$ cat config.mk
export PLATFORM = sky130hd
export DESIGN_NAME = traceExportTop
export DESIGN_NICKNAME = d
export VERILOG_FILES = /design/src/tracePkg.sv /design/src/traceIf.sv /design/src/traceExportTop.sv /design/src/burstMerger.sv /design/src/framePacketizer.sv /design/src/recordDispatch.sv
export VERILOG_INCLUDE_DIRS = /design/src
export SDC_FILE = /design/constraint.sdc
export NUM_CORES = 1
export LEC_CHECK = 0
export ABC_AREA = 0
export ABC_CLOCK_PERIOD_IN_PS = 12800
export BUFFER_PORTS_ARGS = -buffer_cell sky130_fd_sc_hd__buf_2
export CAP_MARGIN = 40
export CORE_MARGIN = 3
export CORE_UTILIZATION = 25
export DETAILED_ROUTE_END_ITERATION = 7
export SKIP_LAST_GASP = 1
export SLEW_MARGIN = 15
export SYNTH_ARGS = -nofsm -noshare
export SYNTH_HDL_FRONTEND = slang
export SYNTH_HIERARCHICAL = 1
export SYNTH_SLANG_ARGS = --single-unit
$ cat constraint.sdc
create_clock -name m_axi_aclk -period 12.8 [get_ports m_axi_aclk]
set_clock_uncertainty 0.2 [all_clocks]
set_input_delay 1.28 -clock m_axi_aclk [delete_from_list [all_inputs] [get_ports m_axi_aclk]]
set_output_delay 1.28 -clock m_axi_aclk [all_outputs]
set_load 0.01 [all_outputs]
$ cat src/traceCfg_cfg.svh
////////////////////////////////////////////////////////////////////////////
// Build-time configuration of the trace export block
// TRACE_RECORD_BITS must be a non-zero multiple of 32
// MAC addresses and EthType are fixed constants, not programmable
////////////////////////////////////////////////////////////////////////////

`ifndef TRACE_CFG_SVH
`define TRACE_CFG_SVH

// Width of one retired-instruction record
`define TRACE_RECORD_BITS 96

// Number of packetizer lanes behind the dispatcher
`define TRACE_LANES 4

// Record payload in 32-bit words
`define TRACE_RECORD_WORDS (`TRACE_RECORD_BITS / 32)

// Four header words, the payload and one sequence trailer
`define TRACE_FRAME_WORDS (`TRACE_RECORD_WORDS + 5)

// Value carried in the header length field
`define TRACE_FRAME_BYTES (`TRACE_FRAME_WORDS * 4)

// Frame addressing
`define TRACE_DST_MAC 48'h8F54_0000_1654
`define TRACE_SRC_MAC 48'h4502_1111_6843
`define TRACE_ETH_TYPE 16'h0801

`endif
$ cat src/tracePkg.sv
////////////////////////////////////////////////////////////////////////////
// State encodings shared by the trace export RTL
// Both enums are 2 bits wide, one code of each is unused
////////////////////////////////////////////////////////////////////////////

package tracePkg;

  //////////////////////////////////////////////////////////////////////////
  // Packetizer lane
  //////////////////////////////////////////////////////////////////////////

  // laneIdle   waiting for a record request
  // laneAcked  record latched, ack held until req drops
  // laneSend   streaming the frame beats
  typedef enum logic [1:0] {
    laneIdle  = 2'd0,
    laneAcked = 2'd1,
    laneSend  = 2'd2
  } laneState;

  //////////////////////////////////////////////////////////////////////////
  // Dispatcher handshake
  //////////////////////////////////////////////////////////////////////////

  // handEmpty    buffer free, new records accepted
  // handRequest  req high to the pointed lane
  // handRelease  req dropped, waiting for ack to fall
  typedef enum logic [1:0] {
    handEmpty   = 2'd0,
    handRequest = 2'd1,
    handRelease = 2'd2
  } handState;

endpackage

$ cat src/traceIf.sv
////////////////////////////////////////////////////////////////////////////
// Point-to-point links between dispatcher, lanes and merger
// recordLink is a four-phase req/ack link, beatLink a valid/ready stream
////////////////////////////////////////////////////////////////////////////

`timescale 1ns/1ps

`include "traceCfg_cfg.svh"

// Dispatcher to lane, one record per handshake
interface recordLink;
  logic                          req;
  logic                          ack;
  logic [`TRACE_RECORD_BITS-1:0] record;
  // Frame sequence number travelling with the record
  logic [31:0]                   seq;

  // Dispatcher side
  modport source (
    output req,
    output record,
    output seq,
    input  ack
  );

  // Lane side
  modport sink (
    input  req,
    input  record,
    input  seq,
    output ack
  );
endinterface

// Lane to merger, one 32-bit beat per transfer
interface beatLink;
  logic [31:0] data;
  logic        last;
  logic        valid;
  logic        ready;

  modport source (
    output data,
    output last,
    output valid,
    input  ready
  );

  modport sink (
    input  data,
    input  last,
    input  valid,
    output ready
  );
endinterface

$ cat src/traceExportTop.sv
////////////////////////////////////////////////////////////////////////////
// Trace export top, records in and framed AXI4 W bursts out
// AW and B are not handled, strobes are implicitly all ones
////////////////////////////////////////////////////////////////////////////

`timescale 1ns/1ps

`include "traceCfg_cfg.svh"

module traceExportTop (
  input  logic                          m_axi_aclk,
  input  logic                          m_axi_aresetn,
  // Core trace side
  input  logic [`TRACE_RECORD_BITS-1:0] record,
  input  logic                          recordValid,
  output logic                          recordStall,
  // AXI4 write data channel
  output logic [31:0]                   wData,
  output logic                          wLast,
  output logic                          wValid,
  input  logic                          wReady
);

  // One link pair per lane
  recordLink recLinks  [`TRACE_LANES] ();
  beatLink   beatLinks [`TRACE_LANES] ();

  // Record buffer and lane hand-out
  recordDispatch u_dispatch (
    .m_axi_aclk    (m_axi_aclk),
    .m_axi_aresetn (m_axi_aresetn),
    .record        (record),
    .recordValid   (recordValid),
    .recordStall   (recordStall),
    .lanes         (recLinks)
  );

  ////////////////////////////////////////////////////////////////////////////
  // Framing lanes
  ////////////////////////////////////////////////////////////////////////////

  for (genvar g = 0; g < `TRACE_LANES; g++) begin : gPack
    framePacketizer u_pack (
      .m_axi_aclk    (m_axi_aclk),
      .m_axi_aresetn (m_axi_aresetn),
      .rec           (recLinks[g]),
      .beats         (beatLinks[g])
    );
  end

  // Same round-robin order as the dispatcher keeps frames in order
  burstMerger u_merge (
    .m_axi_aclk    (m_axi_aclk),
    .m_axi_aresetn (m_axi_aresetn),
    .lanes         (beatLinks),
    .wData         (wData),
    .wLast         (wLast),
    .wValid        (wValid),
    .wReady        (wReady)
  );

endmodule

$ cat src/burstMerger.sv
////////////////////////////////////////////////////////////////////////////
// Round-robin drain of lane bursts onto the single W channel
// Grant moves only on a last beat, so a slow lane blocks the others
////////////////////////////////////////////////////////////////////////////

`timescale 1ns/1ps

`include "traceCfg_cfg.svh"

module burstMerger (
  input  logic        m_axi_aclk,
  input  logic        m_axi_aresetn,
  beatLink.sink       lanes [`TRACE_LANES],
  output logic [31:0] wData,
  output logic        wLast,
  output logic        wValid,
  input  logic        wReady
);

  localparam int PtrBits = (`TRACE_LANES > 1) ? $clog2(`TRACE_LANES) : 1;

  logic [PtrBits-1:0]      grant;
  logic [31:0]             laneData [`TRACE_LANES];
  logic [`TRACE_LANES-1:0] laneLast;
  logic [`TRACE_LANES-1:0] laneValid;
  logic                    burstEnd;

  ////////////////////////////////////////////////////////////////////////////
  // Lane gather and ready return
  ////////////////////////////////////////////////////////////////////////////

  for (genvar i = 0; i < `TRACE_LANES; i++) begin : gLane
    assign laneData[i]  = lanes[i].data;
    assign laneLast[i]  = lanes[i].last;
    assign laneValid[i] = lanes[i].valid;
    // Non-granted lanes always see back-pressure
    assign lanes[i].ready = wReady && (grant == PtrBits'(i));
  end

  // Granted lane straight through to W
  assign wData  = laneData[grant];
  assign wLast  = laneLast[grant];
  assign wValid = laneValid[grant];

  // Final beat of the current burst accepted
  assign burstEnd = wValid && wReady && wLast;

  ////////////////////////////////////////////////////////////////////////////
  // Grant pointer
  ////////////////////////////////////////////////////////////////////////////

  always_ff @(posedge m_axi_aclk) begin
    if (!m_axi_aresetn) begin
      grant <= '0;
    end else if (burstEnd) begin
      if (grant == PtrBits'(`TRACE_LANES - 1)) begin
        grant <= '0;
      end else begin
        grant <= grant + 1'b1;
      end
    end
  end

  // The granted lane keeps W valid until its burst ends
  assert property (@(posedge m_axi_aclk) disable iff (!m_axi_aresetn)
    (wValid && !burstEnd) |=> wValid);

endmodule

$ cat src/framePacketizer.sv
////////////////////////////////////////////////////////////////////////////
// One framing lane, holds a single record from ack until its last beat
// Header word 3 carries EthType in bits 15:0 and length in bits 31:16
////////////////////////////////////////////////////////////////////////////

`timescale 1ns/1ps

`include "traceCfg_cfg.svh"

module framePacketizer (
  input  logic      m_axi_aclk,
  input  logic      m_axi_aresetn,
  recordLink.sink   rec,
  beatLink.source   beats
);

  localparam int CntBits = $clog2(`TRACE_FRAME_WORDS + 1);
  localparam logic [47:0] DstMac = `TRACE_DST_MAC;
  localparam logic [47:0] SrcMac = `TRACE_SRC_MAC;
  localparam logic [15:0] FrameLen = 16'(`TRACE_FRAME_BYTES);

  tracePkg::laneState            state;
  logic [`TRACE_RECORD_BITS-1:0] recReg;
  logic [31:0]                   seqReg;
  logic [CntBits-1:0]            wordCount;
  logic [CntBits-1:0]            recIdx;
  logic                          beatDone;

  assign rec.ack     = (state == tracePkg::laneAcked);
  assign beats.valid = (state == tracePkg::laneSend);
  assign beats.last  = (wordCount == CntBits'(`TRACE_FRAME_WORDS - 1));
  assign beatDone    = beats.valid && beats.ready;

  // Payload word index once past the header
  assign recIdx = wordCount - CntBits'(4);

  ////////////////////////////////////////////////////////////////////////////
  // Beat select
  ////////////////////////////////////////////////////////////////////////////

  always_comb begin
    case (wordCount)
      CntBits'(0): beats.data = DstMac[31:0];
      // Dst high half low, src low half high
      CntBits'(1): beats.data = {SrcMac[15:0], DstMac[47:32]};
      CntBits'(2): beats.data = SrcMac[47:16];
      CntBits'(3): beats.data = {FrameLen, `TRACE_ETH_TYPE};
      default: begin
        if (wordCount < CntBits'(4 + `TRACE_RECORD_WORDS)) begin
          // Record words, least significant first
          beats.data = recReg[recIdx*32 +: 32];
        end else begin
          // Trailer
          beats.data = seqReg;
        end
      end
    endcase
  end

  ////////////////////////////////////////////////////////////////////////////
  // Lane FSM
  ////////////////////////////////////////////////////////////////////////////

  always_ff @(posedge m_axi_aclk) begin
    if (!m_axi_aresetn) begin
      state     <= tracePkg::laneIdle;
      wordCount <= '0;
    end else begin
      case (state)
        tracePkg::laneIdle: begin
          if (rec.req) begin
            state <= tracePkg::laneAcked;
          end
        end
        tracePkg::laneAcked: begin
          // Dispatcher released req, start the frame
          if (!rec.req) begin
            state     <= tracePkg::laneSend;
            wordCount <= '0;
          end
        end
        tracePkg::laneSend: begin
          if (beatDone) begin
            if (beats.last) begin
              state     <= tracePkg::laneIdle;
              wordCount <= '0;
            end else begin
              wordCount <= wordCount + 1'b1;
            end
          end
        end
        default: begin
          state <= tracePkg::laneIdle;
        end
      endcase
    end
  end

  // Record and sequence latch at the request seen in idle
  always_ff @(posedge m_axi_aclk) begin
    if (state == tracePkg::laneIdle && rec.req) begin
      recReg <= rec.record;
      seqReg <= rec.seq;
    end
  end

  // A stalled beat is held intact until the merger takes it
  assert property (@(posedge m_axi_aclk) disable iff (!m_axi_aresetn)
    (beats.valid && !beats.ready) |=>
      (beats.valid && $stable(beats.data) && $stable(beats.last)));

endmodule

$ cat src/recordDispatch.sv
////////////////////////////////////////////////////////////////////////////
// One-deep record buffer handed to lanes in strict round-robin order
// A busy lane stalls the buffer, later lanes are never skipped to
////////////////////////////////////////////////////////////////////////////

`timescale 1ns/1ps

`include "traceCfg_cfg.svh"

module recordDispatch (
  input  logic                          m_axi_aclk,
  input  logic                          m_axi_aresetn,
  input  logic [`TRACE_RECORD_BITS-1:0] record,
  input  logic                          recordValid,
  output logic                          recordStall,
  recordLink.source                     lanes [`TRACE_LANES]
);

  localparam int PtrBits = (`TRACE_LANES > 1) ? $clog2(`TRACE_LANES) : 1;

  tracePkg::handState            state;
  logic [`TRACE_RECORD_BITS-1:0] bufRecord;
  logic [PtrBits-1:0]            lanePtr;
  logic [31:0]                   seqCount;
  logic [`TRACE_LANES-1:0]       ackVec;
  logic                          ackSel;

  // Buffer is full in every state but empty
  assign recordStall = (state != tracePkg::handEmpty);

  ////////////////////////////////////////////////////////////////////////////
  // Lane fan-out
  ////////////////////////////////////////////////////////////////////////////

  for (genvar i = 0; i < `TRACE_LANES; i++) begin : gLane
    // Only the pointed lane sees req
    assign lanes[i].req    = (state == tracePkg::handRequest) && (lanePtr == PtrBits'(i));
    assign lanes[i].record = bufRecord;
    assign lanes[i].seq    = seqCount;
    assign ackVec[i]       = lanes[i].ack;

    // Ack only comes from the lane being served while the buffer is full
    assert property (@(posedge m_axi_aclk) disable iff (!m_axi_aresetn)
      lanes[i].ack |-> (recordStall && (lanePtr == PtrBits'(i))));
  end

  assign ackSel = ackVec[lanePtr];

  ////////////////////////////////////////////////////////////////////////////
  // Handshake FSM
  ////////////////////////////////////////////////////////////////////////////

  always_ff @(posedge m_axi_aclk) begin
    if (!m_axi_aresetn) begin
      state    <= tracePkg::handEmpty;
      lanePtr  <= '0;
      seqCount <= '0;
    end else begin
      case (state)
        tracePkg::handEmpty: begin
          if (recordValid) begin
            state <= tracePkg::handRequest;
          end
        end
        tracePkg::handRequest: begin
          // Lane latched the record
          if (ackSel) begin
            state <= tracePkg::handRelease;
          end
        end
        tracePkg::handRelease: begin
          // Exchange complete, move on to the next lane
          if (!ackSel) begin
            state    <= tracePkg::handEmpty;
            seqCount <= seqCount + 32'd1;
            if (lanePtr == PtrBits'(`TRACE_LANES - 1)) begin
              lanePtr <= '0;
            end else begin
              lanePtr <= lanePtr + 1'b1;
            end
          end
        end
        default: begin
          state <= tracePkg::handEmpty;
        end
      endcase
    end
  end

  // Payload buffer, loaded on accept
  always_ff @(posedge m_axi_aclk) begin
    if (!recordStall && recordValid) begin
      bufRecord <= record;
    end
  end

endmodule

; Word-level counts from Yosys, hierarchy flattened
; Cells that the tools add are included.
[op_classes]
reduce_logical = 46
magnitude_cmp = 7
multipliers = 0
div_mod_pow = 0
n_addsub = 11
n_eq_ne = 51
n_bitwise = 2
n_shift = 4
muxes = 59
[op_table]
columns = cell, count
row1 = 32-bit one-hot mux with 4 select lines, 4
row2 = 96-bit by 10-bit indexed part select with 32-bit output, 4
row3 = 32-bit two-way mux, 6
row4 = 32-bit binary-select mux with 2-bit select, 1
row5 = 4-bit two-way mux, 12
row6 = 2-bit two-way mux, 21
row7 = 32-bit by 1-bit adder with 32-bit output (second input constant), 1
row8 = 4-bit by 2-bit == test with 1-bit output (second input constant), 8
row9 = 4-bit one-hot mux with 2 select lines, 4
row10 = 2-bit one-hot mux with 3 select lines, 5
row11 = 2-bit inequality test (second input constant), 14
row12 = 1-bit logical AND, 19
row13 = 2-bit == test (second input constant), 9
row14 = 4-bit by 1-bit adder with 4-bit output (second input constant), 4
row15 = 4-bit by 1-bit == test with 1-bit output (second input constant), 4
row16 = 4-bit by 3-bit == test with 1-bit output (second input constant), 4
row17 = 4-bit zero test, 4
row18 = 4-bit by 3-bit < comparator with 1-bit output (second input constant), 4
row19 = 4-bit AND reduction, 4
row20 = 4-bit by 3-bit subtractor with 4-bit output (second input constant), 4
row21 = 3-bit AND reduction, 5
row22 = 2-bit by 1-bit == test with 1-bit output (second input constant), 7
row23 = 2-bit zero test, 7
row24 = 2-bit by 1-bit inequality test with 1-bit output (second input constant), 5
row25 = other kinds (10), 20
[totals]
elab_cells = 201
in_bits = 100
n_memories = 0
ram_bits = 0
ff_bits = 670
latch_bits = 0
mem_bits_ro = 0
out_inout_bits = 35

; Depth between registers and ports, before layout
; Gate-level depths: netlist of the first run.
[depth]
word_depth = 7
ltp_mapped = 11
depth_no_buf = 8

; Cells and area by module
; The synthesis of the first run kept the hierarchy.
[modules_own_cells]
columns = mod, cells_per_inst, instances, seq_area_each_um2, area_per_inst_um2
row1 = framePacketizer (gPack[0].u_pack ...), 343, 3, 3963.8, 5502.8
row2 = recordDispatch, 695, 1, 3603.5, 7599.8
row3 = framePacketizer (gPack[3].u_pack), 340, 1, 3963.8, 5435.2
row4 = burstMerger, 68, 1, 40.0, 1032.2

; Worst setup path before layout of the first run
; Ideal clock, no wire load.
[synth_timing]
path_kind = reg2reg
from = register u_dispatch.lanePtr[0]
to = register gPack[3].u_pack.recReg[0], enable pin
setup_ps = 798
n_path_buf = 0
slack_ps = 1840
arrival_ps = 9963
path_stages_with_launch = 4
required_time_ps = 11802
synth_period_minus_slack_ps = 10960
path_cell_list = dfxtp_1 -> ha_1 -> and2_1 -> nor3b_1
[synth_via]
elab_chain_cells = 3
[synth_rtl]
columns = element, line_no
row1 = start: declaration, recordDispatch.sv:23  ; logic [PtrBits-1:0] lanePtr;
row2 = start signal: assignment, recordDispatch.sv:79  ; lanePtr <= lanePtr + 1'b1;
row3 = 2-bit == test, recordDispatch.sv:37  ; assign lanes[i].req = (state == tracePkg::handRequest) && (lanePtr == PtrBits'(i));
row4 = 1-bit logical AND, recordDispatch.sv:37
row5 = net recLinks[3].req, traceIf.sv:12  ; logic req;
row6 = 1-bit logical AND, framePacketizer.sv:101  ; if (state == tracePkg::laneIdle && rec.req) begin
row7 = end signal: assignment, framePacketizer.sv:102  ; recReg <= rec.record;
row8 = end: declaration, framePacketizer.sv:23  ; logic [`TRACE_RECORD_BITS-1:0] recReg;
; The timed path passes the listed nets, and every way through them passes these cells.
; A chain may end at the register's enable or synchronous reset.

; Worst setup path in the final report of the first run
[layout_timing]
from = register gPack[3].u_pack.wordCount[1]
to = output port wData[1]
[layout_via]
elab_chain_cells = 7
word_cells_on_any_way = 12
classes_between = add/sub (1) / order compare (1) / eq/ne (3) / shift (1) / mux (5) / reduce/logical (1)
[layout_rtl]
columns = element, line_no
row1 = start: declaration, framePacketizer.sv:25  ; logic [CntBits-1:0] wordCount;
row2 = start signal: assignment, framePacketizer.sv:88  ; wordCount <= wordCount + 1'b1;
row3 = 4-bit by 3-bit subtractor with 4-bit output, framePacketizer.sv:35  ; assign recIdx = wordCount - CntBits'(4);
row4 = 96-bit by 10-bit indexed part select with 32-bit output, framePacketizer.sv:51  ; beats.data = recReg[recIdx*32 +: 32];
row5 = 32-bit two-way mux, framePacketizer.sv:49  ; if (wordCount < CntBits'(4 + `TRACE_RECORD_WORDS)) begin
row6 = 32-bit one-hot mux with 4 select lines *, framePacketizer.sv:42  ; case (wordCount)
row7 = net beatLinks[3].data[1], traceIf.sv:37  ; logic [31:0] data;
row8 = 32-bit binary-select mux with 2-bit select *, burstMerger.sv:41  ; assign wData = laneData[grant];
row9 = 32-bit two-way mux (not written as such) * (2 in series), burstMerger.sv:41
row10 = end: declaration, traceExportTop.sv:18  ; output logic [31:0] wData,
; Mark *: on every way through the listed nets, which the timed path passes. The rest lies on a longest branch. The select of a mux whose other input is x is not followed.

==> results of run 1 <==
final cells by class:
cell class              instances  area share
multi-input cells             927       0.231
clock buffers                 104      0.0630
inverters                      36     0.00414
repair buffers                178      0.0349
flip-flops and latches        670       0.597
diodes                          5    0.000383
well taps                    1612      0.0618
clock inverters                27     0.00789
state kept, by name, indices dropped and copies added (netlist names):
| register | count |
|---|---|
| u_dispatch/lanes.record | 96 |
| u_dispatch/lanePtr | 2 |
| gPack.u_pack/state | 8 |
| gPack.u_pack/seqReg | 128 |
| u_dispatch/lanes.seq | 32 |
| gPack.u_pack/recReg | 384 |
| gPack.u_pack/wordCount | 16 |
| u_dispatch/state | 2 |
| u_merge/grant | 2 |
layer usage:
metal	wire, µm	part of all wire
met5	41	0.00052
met4	1630	0.021
met3	5240	0.067
met2	38500	0.49
met1	32800	0.42
power breakdown:
| part | switching, µW | internal [µW] |
|---|---|---|
| sequential | 33.2 | 2450 |
| combinational | 71.2 | 35.2 |
| clock | 838 | 1190 |
| total | 943 | 3670 |
cells by family after synthesis:
logic type	count (synthesis)
AOI/OAI and AO/OA	374
adders and majority gates	33
buffers and inverters	535
and+or+nand+nor	336
DFF	670
xor gates and xnor gates	15
muxes	169
placed cells by master (no fill, tap or decap), drive strengths merged, types with 20 or more instances in the layout:
cell / count
ha: 33
clkinv: 20
edfxtp: 608
a22oi: 115
nand2: 146
o221ai: 45
mux4: 33
mux2i: 22
nor2: 33
mux2: 114
inv: 40
nand3: 30
buf: 178
o21ai: 34
a21oi: 24
o22ai: 55
dfxtp: 62
clkbuf: 104
nand4: 24
how the worst min path moves through the flow:
| stage | from | endpoint | slack, ns |
|---|---|---|---|
| final | u_dispatch/lanes[0].record[95] | gPack[0].u_pack/recReg[95] | 0.31 |
| after global routing | gPack[1].u_pack/wordCount[3] | gPack[1].u_pack/wordCount[3] | 0.33 |
| after CTS | gPack[1].u_pack/wordCount[3] | gPack[1].u_pack/wordCount[3] | 0.31 |
| after detailed placement | gPack[3].u_pack/wordCount[3] | gPack[3].u_pack/wordCount[3] | 0.30 |
| after global placement | u_dispatch/lanes[0].record[53] | gPack[0].u_pack/recReg[53] | 0.28 |
| after floorplan | gPack[0].u_pack/wordCount[3] | gPack[0].u_pack/wordCount[3] | 0.27 |
worst register-to-register path, cell delays in order (launching register included):
cell and delay, ns:
dfxtp_1 0.46, ha_1 0.22, and2_1 0.21, nor3b_2 0.23, buf_4 0.50, buf_4 0.57
buf_12 0.30
stage by stage:
step	worst slack, ns	utilization	total power, µW	cell area [µm²]	hold slack (ns)
after floorplan	1.84	-	2650	30600	0.274
after global placement	7.53	0.250	2630	30100	0.281
after detailed placement	7.45	0.251	2640	30300	0.298
after CTS	6.79	0.270	4670	32600	0.313
after global routing	6.63	0.271	4770	32600	0.327
final	6.83	0.271	4610	32700	0.307
==> flow_summary.ini, run 1 <==
[worst_setup_path]
cp.arrival_ns = 4.49
cp_cell_sequence = buf_4, inv_1, ha_1, o41a_2, or3_1, buf_4, o22ai_1, mux4_2, buf_2
path_common_cell = buf_4
worst-endpoint-required_ns = 11.32
r2r_start = u_dispatch/lanePtr[0]
critical-path-top-delay-family = buffers and inverters
cpMaxStageDelayCell = o41a_2
setup.worst_path.end_class = output port
max_stage_delay_ns = 0.83
crit_cells = 9
cp-start-kind = register
crit_start = gPack[3].u_pack/wordCount[1]
reg2reg_depth = 6
worstReg2RegEnd = gPack[3].u_pack/recReg[10]
cp_max_fo = 37
crit_buf_inv = 4
path_class = register to output port
ff2ff_setup_slack_ns = 9.76
endpoint = wData[1]

[grt]
track_usage = 0.121
grtUsageMet3 = 0.0223
grt_pass1_vias = 16200
grt_util_met1 = 0.158
use_met2 = 0.206
grt_pass1_wl_um = 113000
busiest_layer = met2
grt_max_degree = 53
overflow = 0
antenna_found_initial = 11

[yosys]
ys_ff_latch = 670
yosys.area.top_type_share = 0.597
yosys.area_share.simple = 0.0563
synth_most_common_cell = edfxtp_1
avgSynthCellArea_um2 = 14.3
synth-xor-area-share = 0.00430
synth.area.mux_share = 0.0736
synth_compound_area_frac = 0.0967
syn-instance-count = 2132
synth_cell_types = 69
yosysWarnings = 6
seq_area_frac_synth = 0.638
synth_edf_count = 608
synthAdderAreaFrac = 0.0135
netlist_area_mm2 = 0.0306
synth_top_family_by_area = buffers and inverters
mappedNetlistNets = 2265
synthTopCellsByCount = 608 x edfxtp_1, 385 x buf_4, 146 x nand2_1
synth.area.top_cells = edfxtp_1 60%, buf_4 9.5%, dfxtp_1 4.1%, mux2_2 3.3%, a22oi_1 2.8%
synthArstFlopShare = 0
synth_area_leader_cell = edfxtp_1
ys.flop_type = edfxtp_1

[placement]
placedCellCount = 3422
port_buffers = 134
place.gp.congestion = 0.820
dp_hpwl_um = 51700

[timing]
grt_setup_unrepaired = no
final-max-slew-violation-count = 0
fin_setup_tns_ns = 0
relSlewSlack = 0.393
hold_viol = 0
period_needed_ns = 5.97
worst_slew_pin_slew_ns = 0.910
fmax_ghz = 0.167
period_share = 0.467
setup_viol = 0

[clock_tree]
cts.path.max_buffers = 3
insertion_delay_ns = 0.61
cts_setup_buffers = 0
clk_pin_slew_ns = 0.06
hold_buffers = 0
cts.repair.resized = 0
root_buffer = clkbuf_16
cts_made_buffers = 73
cts_sinks = 670
cts_tree = done
htree_num_levels = 3

[pwr]
vdd_drop_max_v = 0.0000949
p_per_area_mw_per_mm2 = 141
static-leakage-power_uw = 0.0105

[floorplanning]
num_rows = 127
start_util = 0.254
core_mm2 = 0.121
num_io_pins = 135
fp.dieW_um = 356
die_y_um = 356
die_area_mm2 = 0.127

[worst_hold_path]
hold_path_class = register to register
hold_depth = 0

[cells_and_area]
seq_area_mm2 = 0.0195
syn2layout_area_growth_pct = 6.81
multi_input_area_mm2 = 0.00753
final_cells = 3559
fin_nets = 2019
fillers = 12200
layout-drive-gt1-share = 0.239

[drt]
wl_per_cell_um = 22.0
vias_per_cell = 4.61
ant_nets = 0
first_iter_violations = 1696
num_vias = 16400
dr.pass1.iters = 8
drc = 0
routed_wl_um = 78300

[run]
cap_violations = 0

[outcome]
outcome = finished clean
No activity file was read; power rests on OpenSTA's default activity.
==> run 2, diff against run 1 <==
--- a/config.mk
+++ b/config.mk
@@ -7,7 +7,7 @@
 export NUM_CORES = 1
 export LEC_CHECK = 0
 export ABC_AREA = 0
-export ABC_CLOCK_PERIOD_IN_PS = 12800
+export ABC_CLOCK_PERIOD_IN_PS = 5800
 export BUFFER_PORTS_ARGS = -buffer_cell sky130_fd_sc_hd__buf_2
 export CAP_MARGIN = 40
 export CORE_MARGIN = 3
==> constraint.sdc (replaced) <==
create_clock -name m_axi_aclk -period 5.8 [get_ports m_axi_aclk]
set_clock_uncertainty 0.2 [all_clocks]
set_input_delay 0.58 -clock m_axi_aclk [delete_from_list [all_inputs] [get_ports m_axi_aclk]]
set_output_delay 0.58 -clock m_axi_aclk [all_outputs]
set_load 0.01 [all_outputs]
==> flow_summary.ini, run 2 (synthesis results as in run 1) <==
[grt]
use_met2 = 0.198
busiest_layer = met2
overflow = 0
grt_util_met1 = 0.160
grt_pass1_wl_um = 114000
grt_pass1_vias = 16600
antenna_found_initial = 5
track_usage = 0.122
grt_max_degree = 54
grtUsageMet3 = 0.0280

[drt]
dr.pass1.iters = 6
ant_nets = 0
wl_per_cell_um = 21.5
drc = 0
routed_wl_um = 78600
first_iter_violations = 1715
num_vias = 16700
vias_per_cell = 4.57

[cells_and_area]
fin_nets = 2116
final_cells = 3650
regMostFlops = gPack.u_pack/recReg
seq_area_mm2 = 0.0195
mostFrequentLayoutCell = edfxtp_1
layout-drive-gt1-share = 0.226
syn2layout_area_growth_pct = 9.90
largest_register_ff_count = 384
final_cell_mix = 608 x edfxtp_1, 146 x nand2_1, 134 x buf_2
fillers = 12100
multi_input_area_mm2 = 0.00756

[floorplanning]
start_util = 0.254
core_mm2 = 0.121
die_y_um = 356
num_io_pins = 135
fp.dieW_um = 356
die_area_mm2 = 0.127
num_rows = 127

[outcome]
outcome = finished clean

[placement]
dp_hpwl_um = 52300
placedCellCount = 3424
port_buffers = 134
place.gp.congestion = 0.873

[worst_setup_path]
cp_max_fo = 31
cpMaxStageDelayCell = inv_2
max_stage_delay_ns = 0.63
setup.worst_path.end_class = output port
cp-start-kind = register
path_common_cell = buf_4
cp.arrival_ns = 4.18
path_class = register to output port
cp_cell_sequence = inv_2, ha_1, o41a_1, buf_4, or3_1, buf_4, o221ai_1, mux4_2, buf_2
worst-endpoint-required_ns = 5.02

[clock_tree]
htree_num_levels = 3
insertion_delay_ns = 0.62
cts_setup_buffers = 0
hold_buffers = 95
root_buffer = clkbuf_16
clk_pin_slew_ns = 0.06
cts_sinks = 670
cts.repair.resized = 0
cts_made_buffers = 72
cts.path.max_buffers = 3
cts_tree = done

[timing]
fin_setup_tns_ns = 0
setup_viol = 0
worst_slew_pin_slew_ns = 0.880
fmax_ghz = 0.202
period_needed_ns = 4.96
hold_viol = 0
relSlewSlack = 0.413
period_share = 0.855
final-max-slew-violation-count = 0
grt_setup_unrepaired = no

[pwr]
vdd_drop_max_v = 0.000191
p_per_area_mw_per_mm2 = 301
static-leakage-power_uw = 0.0108

[worst_hold_path]
hold_path_class = primary input to register

[run]
cap_violations = 0
## run 2: cell count changes in the layout (fill, tap and decap cells not counted), moves of 3 or more
cell	before	now
nor3b_4	0	4
dlygate4sd3_1	0	95
nor3b_2	4	0
buf_12	3	6
diode_2	5	1
## run 2: stage by stage
| step | instance area [µm²] | hold slack (ns) | power [µW] | setup slack, ns | utilization |
|---|---|---|---|---|---|
| after floorplan | 30600 | 0.274 | 5830 | 0.372 | - |
| after global placement | 30200 | 0.290 | 5810 | 1.47 | 0.250 |
| after detailed placement | 30400 | 0.296 | 5820 | 1.36 | 0.252 |
| after CTS | 33600 | 0.0173 | 10200 | 0.684 | 0.278 |
| after global routing | 33600 | 0.0138 | 10500 | 0.716 | 0.279 |
| final | 33600 | 0.00912 | 10100 | 0.838 | 0.279 |
## run 2: cell type report
class                   instances  area share
clock inverters                27     0.00599
clock buffers                 101      0.0602
multi-input cells             927       0.225
inverters                      36     0.00402
diodes                          1   0.0000745
repair buffers                276      0.0643
well taps                    1612      0.0600
flip-flops and latches        670       0.580
## run 2: power by group
part	total, µW	internal [µW]	switching (µW)
clock	4350	2530	1820
combinational	285	115	169
sequential	5480	5400	71.7
total	10100	8050	2060
## run 2: per-layer routing
layer / vias up / part of all wire
met5: - / 0
met4: 0 / 0.026
met3: 124 / 0.077
met2: 686 / 0.48
met1: 8404 / 0.42
li1: 7453 / -
## run 2: critical path: cells and delay by family (launching register included)
family / cells / cell delay (ns)
buf+inv: 4 / 1.59
compound gates: 2 / 0.32
flops: 1 / 0.32
mux: 1 / 0.59
fa+ha+maj: 1 / 0.39
simple gates: 1 / 0.34
## run 2: worst paths after layout
path / startpoint / endpoint / slack, ns / depth (start not counted)
max: gPack[2].u_pack/wordCount[0] / wData[27] / 0.84 / 9
max reg2reg: gPack[1].u_pack/state[1] / u_dispatch/lanes[0].seq[18] / 2.95 / 6
min: record[60] / u_dispatch/lanes[0].record[60] / 0.009 / 1
min reg2reg: u_dispatch/lanes[0].record[71] / gPack[2].u_pack/recReg[71] / 0.31 / 0
==> run 3, diff against run 2 <==
--- a/config.mk
+++ b/config.mk
@@ -13,6 +13,7 @@
 export CORE_MARGIN = 3
 export CORE_UTILIZATION = 25
 export DETAILED_ROUTE_END_ITERATION = 7
+export PLACE_DENSITY = 0.4
 export SKIP_LAST_GASP = 1
 export SLEW_MARGIN = 15
 export SYNTH_ARGS = -nofsm -noshare
==> flow_summary.ini, run 3 (synthesis results as in run 1) <==
[outcome]
outcome = finished clean

[floorplanning]
fp.dieW_um = 356
num_rows = 127
die_y_um = 356
core_mm2 = 0.121
die_area_mm2 = 0.127
start_util = 0.254
num_io_pins = 135

[drt]
num_vias = 16900
dr.pass1.iters = 5
wl_per_cell_um = 24.0
routed_wl_um = 87900
drc = 0
ant_nets = 0
vias_per_cell = 4.60
first_iter_violations = 1369

[cells_and_area]
final_cell_mix = 608 x edfxtp_1, 146 x nand2_1, 135 x buf_2
fillers = 12100
fin_nets = 2121
mostFrequentLayoutCell = edfxtp_1
regMostFlops = gPack.u_pack/recReg
largest_register_ff_count = 384
num_antenna_cells = 0
layout-drive-gt1-share = 0.233
syn2layout_area_growth_pct = 10.7

[timing]
fin_setup_tns_ns = 0
finalWorstSetupSlack_ns = 0.598
final-max-slew-violation-count = 0
relSlewSlack = 0.353
fmax_ghz = 0.192
period_share = 0.897
setup_viol = 0
hold_viol = 0
worst_slew_pin_slew_ns = 0.971
period_needed_ns = 5.20
grt_setup_unrepaired = no

[worst_hold_path]
holdPathEnd = u_dispatch/state[0]
hp-start = recordValid
hold_depth = 3
hold_path_class = primary input to register

[pwr]
clock_power_share = 0.465
p_sw_frac = 0.208
seq_power_share = 0.509
p_per_area_mw_per_mm2 = 318
internal_power_uw = 8530
comb_power_share = 0.026
netSwitchingPower_uw = 2250
static-leakage-power_uw = 0.0110
vdd_drop_max_v = 0.000189

[worst_setup_path]
cpMaxStageDelayCell = or3_1
r2r_start = gPack[1].u_pack/state[1]
path_class = register to output port
cp_cell_sequence = inv_2, buf_4, ha_1, o41a_1, or3_1, buf_4, o221ai_1, mux4_2, buf_2
path_common_cell = buf_4
setup.worst_path.end_class = output port
max_stage_delay_ns = 0.68
reg2reg_depth = 6
worstReg2RegEnd = u_dispatch/lanes[0].seq[18]
ff2ff_setup_slack_ns = 2.75
cp_max_fo = 17
cp.arrival_ns = 4.42
worst-endpoint-required_ns = 5.02
cp-start-kind = register

[clock_tree]
cts_tree = done
insertion_delay_ns = 0.62
cts_setup_buffers = 0
cts_sinks = 670
clk_pin_slew_ns = 0.06
root_buffer = clkbuf_16
htree_num_levels = 3
cts.path.max_buffers = 3
cts_made_buffers = 78

[grt]
grt_pass1_wl_um = 126000
grt_max_degree = 129
grt_pass1_vias = 17400
track_usage = 0.137
overflow = 0
antenna_found_initial = 3

[placement]
place.gp.congestion = 0.853
dp_slack_ns = 1.21
port_buffers = 134
dp_hpwl_um = 56400

[run]
cap_violations = 0
-- run 3: worst max path at each step --
stage | from | to | slack [ns] | depth (start not counted)
after detailed placement | gPack[2].u_pack/wordCount[0] | wData[4] | 1.21 | 9
after CTS | gPack[2].u_pack/wordCount[0] | wData[4] | 0.59 | 9
after global routing | gPack[2].u_pack/wordCount[0] | wData[4] | 0.42 | 9
after floorplan | u_dispatch/state[1] | u_dispatch/lanes[0].record[0] | 0.37 | 2
final | gPack[2].u_pack/wordCount[0] | wData[4] | 0.60 | 9
after global placement | gPack[2].u_pack/wordCount[0] | wData[4] | 1.34 | 9
-- run 3: cell type report --
| type | count | area [µm²] | area share |
|---|---|---|---|
| Clock buffer | 94 | 2090 | 0.0616 |
| Clock inverter | 49 | 513 | 0.0152 |
| Inverter | 36 | 135 | 0.00399 |
| Multi-Input combinational cell | 927 | 7560 | 0.223 |
| Sequential cell | 670 | 19500 | 0.576 |
| Tap cell | 1612 | 2020 | 0.0596 |
| Timing Repair Buffer | 275 | 2040 | 0.0602 |
-- run 3: what timing repair did --
action / CTS / global route
resized for setup: 0 / 0
hold buffers: 96 / 0
endpoints found under the hold margin: 96 / 0
-- run 3: metrics by stage --
stage	total power, µW	util	hold WS (ns)	area (µm²)	instances
6_report	10800	0.281	0.0526	33900	3663
2_1_floorplan	5830	-	0.274	30600	2132
5_1_grt	11200	0.281	0.0408	33900	3663
3_5_place_dp	5830	0.251	0.297	30300	3424
3_3_place_gp	5820	0.251	0.298	30200	3420
4_1_cts	11000	0.281	0.0106	33900	3663
-- run 3: power groups by stage --
| stage | registers, µW | logic (µW) | clock network [µW] |
|---|---|---|---|
| after floorplan | 5560 | 265 | 0 |
| after CTS | 5490 | 295 | 5170 |
| after detailed placement | 5590 | 243 | 0 |
| after global routing | 5500 | 312 | 5370 |
| after global placement | 5580 | 239 | 0 |
| final | 5480 | 284 | 5010 |
-- run 3: worst max-delay path: cells and delay by family (launching register included) --
family,cells,cell delay [ns]
buffers and inverters,4,1.40
AND/OR/NAND/NOR,1,0.68
multiplexers,1,0.60
flip-flops,1,0.44
AO/OA/AOI/OAI,2,0.33
adder cells (fa/ha/maj),1,0.31
-- run 3: metal layers --
layer	wire length, µm	global-route usage
met1	38500	0.180
met5	0	0
met2	42600	0.229
met4	2310	0.0440
met3	4520	0.0227
